File: config.mk
export PLATFORM = sky130hd
export DESIGN_NAME = core_fetch_wrapper
export DESIGN_NICKNAME = d
export VERILOG_FILES = /design/src/logic/fetch_pkg.sv /design/src/logic/mem_read_if.sv /design/src/logic/core_fetch_wrapper.sv /design/src/logic/fetch_unit.sv /design/src/logic/mem_read_bridge.sv
export VERILOG_INCLUDE_DIRS = /design/src /design/src/logic
export SDC_FILE = /design/constraint.sdc
export NUM_CORES = 1
export LEC_CHECK = 0
export BUFFER_PORTS_ARGS = -buffer_cell sky130_fd_sc_hd__clkbuf_2
export CORE_MARGIN = 2
export CORE_UTILIZATION = 61
export CTS_CLUSTER_DIAMETER = 40
export DETAILED_ROUTE_END_ITERATION = 16
export HOLD_SLACK_MARGIN = 0.08
export MAX_ROUTING_LAYER = met4
export PLACE_DENSITY = 0.82
export SYNTH_ARGS = -nofsm -noshare
export SYNTH_HDL_FRONTEND = slang
export SYNTH_SLANG_ARGS = --single-unit
export TNS_END_PERCENT = 5
File: constraint.sdc
create_clock -name clk_i -period 8.6 [get_ports clk_i]
set_input_delay 1.29 -clock clk_i [delete_from_list [all_inputs] [get_ports clk_i]]
set_output_delay 1.29 -clock clk_i [all_outputs]
set_load 0.05 [all_outputs]
File: src/logic/fetch_cfg.svh
`ifndef FETCH_CFG_SVH
`define FETCH_CFG_SVH

// ------------------------------
// Fetch configuration
// ------------------------------

// First line fetched after reset
`define FETCH_BOOT_ADDR 56'h0000_8000_0000

// Interrupt redirect target, line aligned
`define FETCH_TRAP_VEC 56'h0000_8000_0400

// Beats per line burst
`define FETCH_LINE_BEATS 4

// Burst length field, holds beats minus one
`define FETCH_LEN_W 2

`endif

File: src/logic/fetch_pkg.sv
`include "fetch_cfg.svh"

package fetch_pkg;

    // ------------------------------
    // Bus payloads
    // ------------------------------

    // Byte address inside the design, sign-extended at the top level
    typedef logic [55:0] fetch_addr_t;

    // One memory word, two instructions
    typedef logic [63:0] beat_t;

    typedef logic [31:0] instr_t;

    // Beats minus one on the request channel
    typedef logic [`FETCH_LEN_W-1:0] burst_len_t;

    // ------------------------------
    // Request sequencer
    // ------------------------------

    typedef enum logic {
        FETCH_IDLE,
        FETCH_REQ
    } fetch_state_e;

endpackage

File: src/logic/mem_read_if.sv
interface mem_read_if import fetch_pkg::*; (
    input logic clk_i
);

    // Request channel, transfers when valid and ready are both high
    logic        req_valid;
    logic        req_ready;
    fetch_addr_t req_addr;
    burst_len_t  req_len;

    // Beat channel, always accepted by the fetch side
    logic        beat_valid;
    beat_t       beat_data;
    logic        beat_last;

    modport fetch (
        input  clk_i,
        output req_valid,
        output req_addr,
        output req_len,
        input  req_ready,
        input  beat_valid,
        input  beat_data,
        input  beat_last
    );

    modport bridge (
        input  clk_i,
        input  req_valid,
        input  req_addr,
        input  req_len,
        output req_ready,
        output beat_valid,
        output beat_data,
        output beat_last
    );

endinterface

File: src/logic/core_fetch_wrapper.sv
module core_fetch_wrapper import fetch_pkg::*; (
    // Clock and reset
    input  logic         clk_i,
    input  logic         reset_i,

    // Level-sensitive interrupt
    input  logic         irq_i,

    // Memory port
    output logic         mem_req_o,
    output logic [63:0]  mem_addr_o,
    input  logic [63:0]  mem_rdata_i,

    // Instruction pair with the address of slot 0
    output instr_t [1:0] instr_o,
    output logic [63:0]  addr_o,
    output logic         instruction_valid_o
);

    localparam int unsigned ADDR_W = $bits(fetch_addr_t);

    fetch_addr_t bridge_addr;
    fetch_addr_t fetch_addr;

    mem_read_if bus_if (
        .clk_i (clk_i)
    );

    // ------------------------------
    // Fetch side
    // ------------------------------

    fetch_unit u_fetch (
        .clk_i               (clk_i),
        .reset_i             (reset_i),
        .irq_i               (irq_i),
        .bus                 (bus_if.fetch),
        .instr_o             (instr_o),
        .addr_o              (fetch_addr),
        .instruction_valid_o (instruction_valid_o)
    );

    // ------------------------------
    // Memory side
    // ------------------------------

    mem_read_bridge u_bridge (
        .clk_i       (clk_i),
        .reset_i     (reset_i),
        .bus         (bus_if.bridge),
        .mem_req_o   (mem_req_o),
        .mem_addr_o  (bridge_addr),
        .mem_rdata_i (mem_rdata_i)
    );

    // Top byte repeats bit 55
    assign mem_addr_o = {{(64 - ADDR_W){bridge_addr[ADDR_W-1]}}, bridge_addr};
    assign addr_o     = {{(64 - ADDR_W){fetch_addr[ADDR_W-1]}}, fetch_addr};

endmodule

File: src/logic/fetch_unit.sv
`include "fetch_cfg.svh"

module fetch_unit import fetch_pkg::*; (
    input  logic         clk_i,
    input  logic         reset_i,
    input  logic         irq_i,

    mem_read_if.fetch    bus,

    output instr_t [1:0] instr_o,
    output fetch_addr_t  addr_o,
    output logic         instruction_valid_o
);

    // Address steps for one beat and one whole line
    localparam fetch_addr_t BEAT_STEP = fetch_addr_t'($bits(beat_t) / 8);
    localparam fetch_addr_t LINE_STEP = fetch_addr_t'(`FETCH_LINE_BEATS * ($bits(beat_t) / 8));

    fetch_state_e state_q;
    fetch_addr_t  req_addr_q;
    logic         req_fire;

    logic         irq_q;
    logic         irq_rise;
    logic         irq_pending_q;

    // Issued line addresses, one per burst in flight
    fetch_addr_t  line_rec_q [2];
    logic         rec_wr_q;
    logic         rec_rd_q;

    logic         line_start_q;
    fetch_addr_t  beat_addr_q;
    fetch_addr_t  cur_addr;

    // ------------------------------
    // Request sequencer
    // ------------------------------

    assign bus.req_valid = (state_q == FETCH_REQ);
    assign bus.req_addr  = req_addr_q;
    assign bus.req_len   = burst_len_t'(`FETCH_LINE_BEATS - 1);

    assign req_fire = bus.req_valid && bus.req_ready;

    always_ff @(posedge clk_i) begin
        if (reset_i) begin
            state_q    <= FETCH_IDLE;
            req_addr_q <= `FETCH_BOOT_ADDR;
        end else begin
            case (state_q)
                // One quiet cycle out of reset, then keep the channel busy
                FETCH_IDLE: begin
                    state_q <= FETCH_REQ;
                end
                FETCH_REQ: begin
                    // Address only moves once the current line is taken
                    if (req_fire) begin
                        if (irq_pending_q) begin
                            req_addr_q <= `FETCH_TRAP_VEC;
                        end else begin
                            req_addr_q <= req_addr_q + LINE_STEP;
                        end
                    end
                end
                default: begin
                    state_q <= FETCH_IDLE;
                end
            endcase
        end
    end

    // ------------------------------
    // Interrupt redirect
    // ------------------------------

    // Level input, only a low to high change counts
    assign irq_rise = irq_i && !irq_q;

    always_ff @(posedge clk_i) begin
        if (reset_i) begin
            irq_q         <= 1'b0;
            irq_pending_q <= 1'b0;
        end else begin
            irq_q <= irq_i;
            // A fresh edge wins over the one being consumed
            if (irq_rise) begin
                irq_pending_q <= 1'b1;
            end else if (req_fire) begin
                irq_pending_q <= 1'b0;
            end
        end
    end

    // ------------------------------
    // Return address tracking
    // ------------------------------

    always_ff @(posedge clk_i) begin
        if (req_fire) begin
            line_rec_q[rec_wr_q] <= bus.req_addr;
        end
    end

    always_ff @(posedge clk_i) begin
        if (reset_i) begin
            rec_wr_q     <= 1'b0;
            rec_rd_q     <= 1'b0;
            line_start_q <= 1'b1;
        end else begin
            if (req_fire) begin
                rec_wr_q <= !rec_wr_q;
            end
            if (bus.beat_valid) begin
                line_start_q <= bus.beat_last;
                if (bus.beat_last) begin
                    rec_rd_q <= !rec_rd_q;
                end
            end
        end
    end

    // First beat of a line takes its address from the record
    assign cur_addr = line_start_q ? line_rec_q[rec_rd_q] : beat_addr_q;

    always_ff @(posedge clk_i) begin
        if (bus.beat_valid) begin
            beat_addr_q <= cur_addr + BEAT_STEP;
        end
    end

    // ------------------------------
    // Instruction output register
    // ------------------------------

    always_ff @(posedge clk_i) begin
        if (reset_i) begin
            instruction_valid_o <= 1'b0;
        end else begin
            instruction_valid_o <= bus.beat_valid;
        end
    end

    // Lower half is the lower address
    always_ff @(posedge clk_i) begin
        if (bus.beat_valid) begin
            instr_o[0] <= bus.beat_data[31:0];
            instr_o[1] <= bus.beat_data[63:32];
            addr_o     <= cur_addr;
        end
    end

endmodule

File: src/logic/mem_read_bridge.sv
`include "fetch_cfg.svh"

module mem_read_bridge import fetch_pkg::*; (
    input  logic        clk_i,
    input  logic        reset_i,

    mem_read_if.bridge  bus,

    // Synchronous memory, data returns one cycle after the strobe
    output logic        mem_req_o,
    output fetch_addr_t mem_addr_o,
    input  beat_t       mem_rdata_i
);

    localparam fetch_addr_t BEAT_STEP = fetch_addr_t'($bits(beat_t) / 8);

    logic                    busy_q;
    logic [`FETCH_LEN_W-1:0] beat_cnt_q;
    fetch_addr_t             strobe_addr_q;
    logic                    last_strobe;
    logic                    req_fire;

    logic                    beat_valid_q;
    logic                    beat_last_q;

    // ------------------------------
    // Request acceptance
    // ------------------------------

    assign last_strobe = busy_q && (beat_cnt_q == '0);

    // Also ready on the final strobe so bursts run back to back
    assign bus.req_ready = !busy_q || last_strobe;

    assign req_fire = bus.req_valid && bus.req_ready;

    // ------------------------------
    // Strobe sequencing
    // ------------------------------

    always_ff @(posedge clk_i) begin
        if (reset_i) begin
            busy_q     <= 1'b0;
            beat_cnt_q <= '0;
        end else begin
            if (req_fire) begin
                busy_q     <= 1'b1;
                beat_cnt_q <= bus.req_len;
            end else if (last_strobe) begin
                busy_q <= 1'b0;
            end else if (busy_q) begin
                beat_cnt_q <= beat_cnt_q - 1'b1;
            end
        end
    end

    // Start of burst comes from the request, then one word per cycle
    always_ff @(posedge clk_i) begin
        if (req_fire) begin
            strobe_addr_q <= bus.req_addr;
        end else if (busy_q) begin
            strobe_addr_q <= strobe_addr_q + BEAT_STEP;
        end
    end

    assign mem_req_o  = busy_q;
    assign mem_addr_o = strobe_addr_q;

    // ------------------------------
    // Beat return
    // ------------------------------

    // Strobe and last flag delayed to line up with the read data
    always_ff @(posedge clk_i) begin
        if (reset_i) begin
            beat_valid_q <= 1'b0;
            beat_last_q  <= 1'b0;
        end else begin
            beat_valid_q <= busy_q;
            beat_last_q  <= last_strobe;
        end
    end

    assign bus.beat_valid = beat_valid_q;
    assign bus.beat_last  = beat_last_q;
    assign bus.beat_data  = mem_rdata_i;

endmodule

==> reports/results.tsv <==
stage	metric	value	unit
run_status	outcome	completed	
yosys	Synth cell types	46	
floorplanning	Die Span X	168	um
setup_path	Worst path top cell family by delay	simple AND/OR/NAND/NOR gates	
place	Final GP Congestion	0.820	
min_path	Worst Hold Launch	u_bridge.beat_cnt_q[0]	
floorplanning	Rows	60	
sta	count of final max-slew check failures	0	
finish	layout cell share with drive strength beyond 1	23.8	%
setup_path	Worst R2R End	u_fetch.beat_addr_q[50]	
setup_path	start-to-end type of the worst setup path	reg2reg	
setup_path	Worst path slowest cell	dfxtp_4	
clocking	Max clock buf depth	3	
clocking	CTS tree	done	
setup_path	setup slack, reg-to-reg	4970	ps
yosys	sequential area share after synthesis	67.5	%
place	Inst Count DP	1793	
finish	ANT cells	0	
finish	commonest non-fill, non-tap cell in the layout	edfxtp_1	
setup_path	Worst setup SP type	register	
global_routing	initial antenna violation count	0	
setup_path	crit path buf inv count	0	
finish	FF+latch area	11100	um^2
finish	Filler cells	1751	
clocking	Reg clk slew, reported paths	60	ps
min_path	worst hold stages	1	
yosys	synthesis warning total	0	
setup_path	Crit path required time	8870	ps
setup_path	crit-path cells	nor2_1 -> or4b_1 -> nor4_2 -> nand3_2 -> nor4_2 -> nand3_1 -> xnor2_1	
floorplanning	core area	26700	um^2
yosys	Post-Syn Area	16400	um^2
drt	TritonRoute pass-1 iters	5	
drt	vias per cell	5.53	
sta	RSZ-0062 raised after global routing	no	
sta	relative slew slack	21.9	%
run	Max-Cap Viols	0	
power_and_ir_drop	VDD IR max	0.168	mV
global_routing	first-pass GRT wire length	52100	um
global_routing	vias in the first global route	9813	
yosys	mean area per synthesized cell	13.1	um^2
global_routing	overflow left after global routing	0	
setup_path	worst-path fanout max	100	
clocking	CTS sink count	390	
sta	Min Clock Period, post-route	3630	ps
finish	Final Non-Filler Cells	1872	
place	HPWL after DPL	21800	um
sta	f_max	275	MHz
yosys	Mapped Cells	1254	
floorplanning	Die Y	168	um
drt	WL/cell	17.4	um
setup_path	r2r worst-path depth	7	
min_path	Hold Crit Class	reg2reg	
sta	worst-margin pin slew	1170	ps
place	placed cell areas	17800	um^2
clocking	Post-CTS Hold Buffers	0	
finish	design area	19200	um^2
drt	final WL	32500	um
sta	Worst Skew	9.97	ps
power_and_ir_drop	LEAKAGE	7.12	nW
sta	final worst-path cycle share	42.2	%
setup_path	r2r startpoint	u_fetch.line_start_q	
setup_path	crit path DAT	3900	ps
global_routing	total track usage	23.7	%
floorplanning	IO Pins	261	
clocking	CTS root buffer	clkbuf_16	
sta	final setup fails	0	
finish	Area Growth Syn to Fin	17.3	%
setup_path	crit path capture type	register	
finish	area occupied by multi-input gates	4810	um^2
sta	final hold vios	0	
floorplanning	die area	28200	um^2
sta	TNS Setup	0	ps
clocking	total setup buffers inserted after CTS	0	
power_and_ir_drop	pwr dens	238	nW/um^2
min_path	hold worst-path end	u_bridge.beat_cnt_q[0]	
place	Port Buffers	257	
yosys	synthesized flop and latch total	390	
setup_path	max incr delay on CP	1030	ps
drt	Vias	10346	
finish	nets@finish	1569	
setup_path	cell mode on critical path	nor4_2	
global_routing	pin count of the biggest net entering global routing	107	
drt	Starting DRT DRC Count	864	
floorplanning	Starting Density	61.5	%
finish	commonest cells after routing, fill and taps aside	326 x edfxtp_1, 257 x clkbuf_2, 127 x nor2_1	
clocking	CTS buffer count	44	
finish	final core occ	72.2	%
clocking	H-tree levels	2	
power_and_ir_drop	total power	0.00459	W
drt	Routed Antenna Nets	0	
drt	DRC	0	
clocking	post-CTS sizing	0	
clocking	worst skew pair latency	520	ps
==> cell type report <==
cell class	count	area share (%)
Sequential cell	390	57.6
Clock inverter	22	1.42
Inverter	29	0.566
Multi-Input combinational cell	770	25.0
Clock buffer	57	6.25
Timing Repair Buffer	263	6.92
Tap cell	341	2.22
==> registers in the layout, summed over array words and instances (netlist names), named ones only <==
register	flops
u_fetch.beat_addr_q	53
u_fetch.bus.req_addr	51
u_fetch.irq_pending_q	1
u_bridge.beat_cnt_q	2
u_bridge.mem_addr_o	53
u_bridge.bus.beat_valid	1
u_fetch.instr_o	64
u_fetch.instruction_valid_o	1
u_fetch.line_start_q	1
u_fetch.line_rec_q	102
u_fetch.irq_q	1
u_fetch.rec_rd_q	1
u_fetch.addr_o	54
u_fetch.rec_wr_q	1
u_bridge.bus.beat_last	1
u_bridge.mem_req_o	1
u_fetch.bus.req_valid	1
==> how the worst max path moves through the flow <==
stage | cells past startpoint | slack [ps] | startpoint | endpoint
2_1_floorplan | 3 | 3670 | u_bridge.bus.beat_valid | register
3_3_place_gp | 8 | 5100 | u_fetch.line_start_q | u_fetch.beat_addr_q[55]
3_5_place_dp | 7 | 4990 | u_fetch.line_start_q | u_fetch.beat_addr_q[55]
4_1_cts | 7 | 4980 | u_fetch.line_start_q | u_fetch.beat_addr_q[50]
5_1_grt | 7 | 4700 | u_fetch.line_start_q | u_fetch.beat_addr_q[52]
6_report | 7 | 4970 | u_fetch.line_start_q | u_fetch.beat_addr_q[50]
==> report_power, final <==
group / internal, W / total (W) / switching [W] / leakage (nW)
clock: 0.00115 / 0.00188 / 0.000731 / 0.716
sequential: 0.00216 / 0.00224 / 0.0000767 / 3.71
combinational: 0.000114 / 0.000468 / 0.000354 / 2.70
==> cells by family after synthesis <==
logic type,synth area share [%]
AOI/OAI and AO/OA,3.65
xor gates and xnor gates,7.96
adders and majority gates,0.305
buffers and inverters,3.24
DFF,67.5
muxes,3.66
other,0.0229
and+or+nand+nor,13.6
==> metal layers <==
layer  wire (um)  track usage [%]  part of all wire [%]  up-vias
met1       14500             33.6                    45     4884
met3        2430             4.02                   7.5       47
li1            -                -                     -     4993
met5           0                -                     0        -
met4         582             5.90                   1.8        0
met2       15000             36.2                    46      422
==> cells in the mapped netlist (all sizes together) <==
| library cell | n | area [um^2] |
|---|---|---|
| mux2i | 51 | 510 |
| nor4 | 13 | 143 |
| dfxtp | 64 | 1280 |
| nor2b | 8 | 50.1 |
| or4 | 3 | 22.5 |
| conb | 1 | 3.75 |
| edfxtp | 326 | 9790 |
| nand2 | 115 | 432 |
| and3b | 1 | 8.76 |
| a21oi | 39 | 229 |
| and3 | 28 | 175 |
| inv | 29 | 109 |
| a21o | 9 | 67.6 |
| nand3 | 54 | 280 |
| ha | 4 | 50.1 |
| o21ai | 55 | 275 |
| or2 | 2 | 12.5 |
| and4 | 17 | 149 |
| xnor2 | 79 | 692 |
| or3 | 3 | 18.8 |
| nor2 | 128 | 480 |
| clkbuf | 24 | 90.1 |
| buf | 44 | 332 |
| mux2 | 8 | 90.1 |
| nand2b | 3 | 18.8 |
| nor3b | 1 | 7.51 |
| or4b | 1 | 10.0 |
| and2 | 9 | 56.3 |
| nand3b | 3 | 22.5 |
| nor3 | 20 | 105 |
| o221a | 1 | 11.3 |
| nand4 | 39 | 244 |
| a211oi | 2 | 15.0 |
| xor2 | 70 | 613 |
==> per-stage QoR <==
step	setup slack (ps)	hold slack, ps
5_1_grt	4700	526
3_5_place_dp	4990	473
3_3_place_gp	5100	457
4_1_cts	4980	482
6_report	4970	485
2_1_floorplan	3670	443
(Power assumes the default switching activity.)
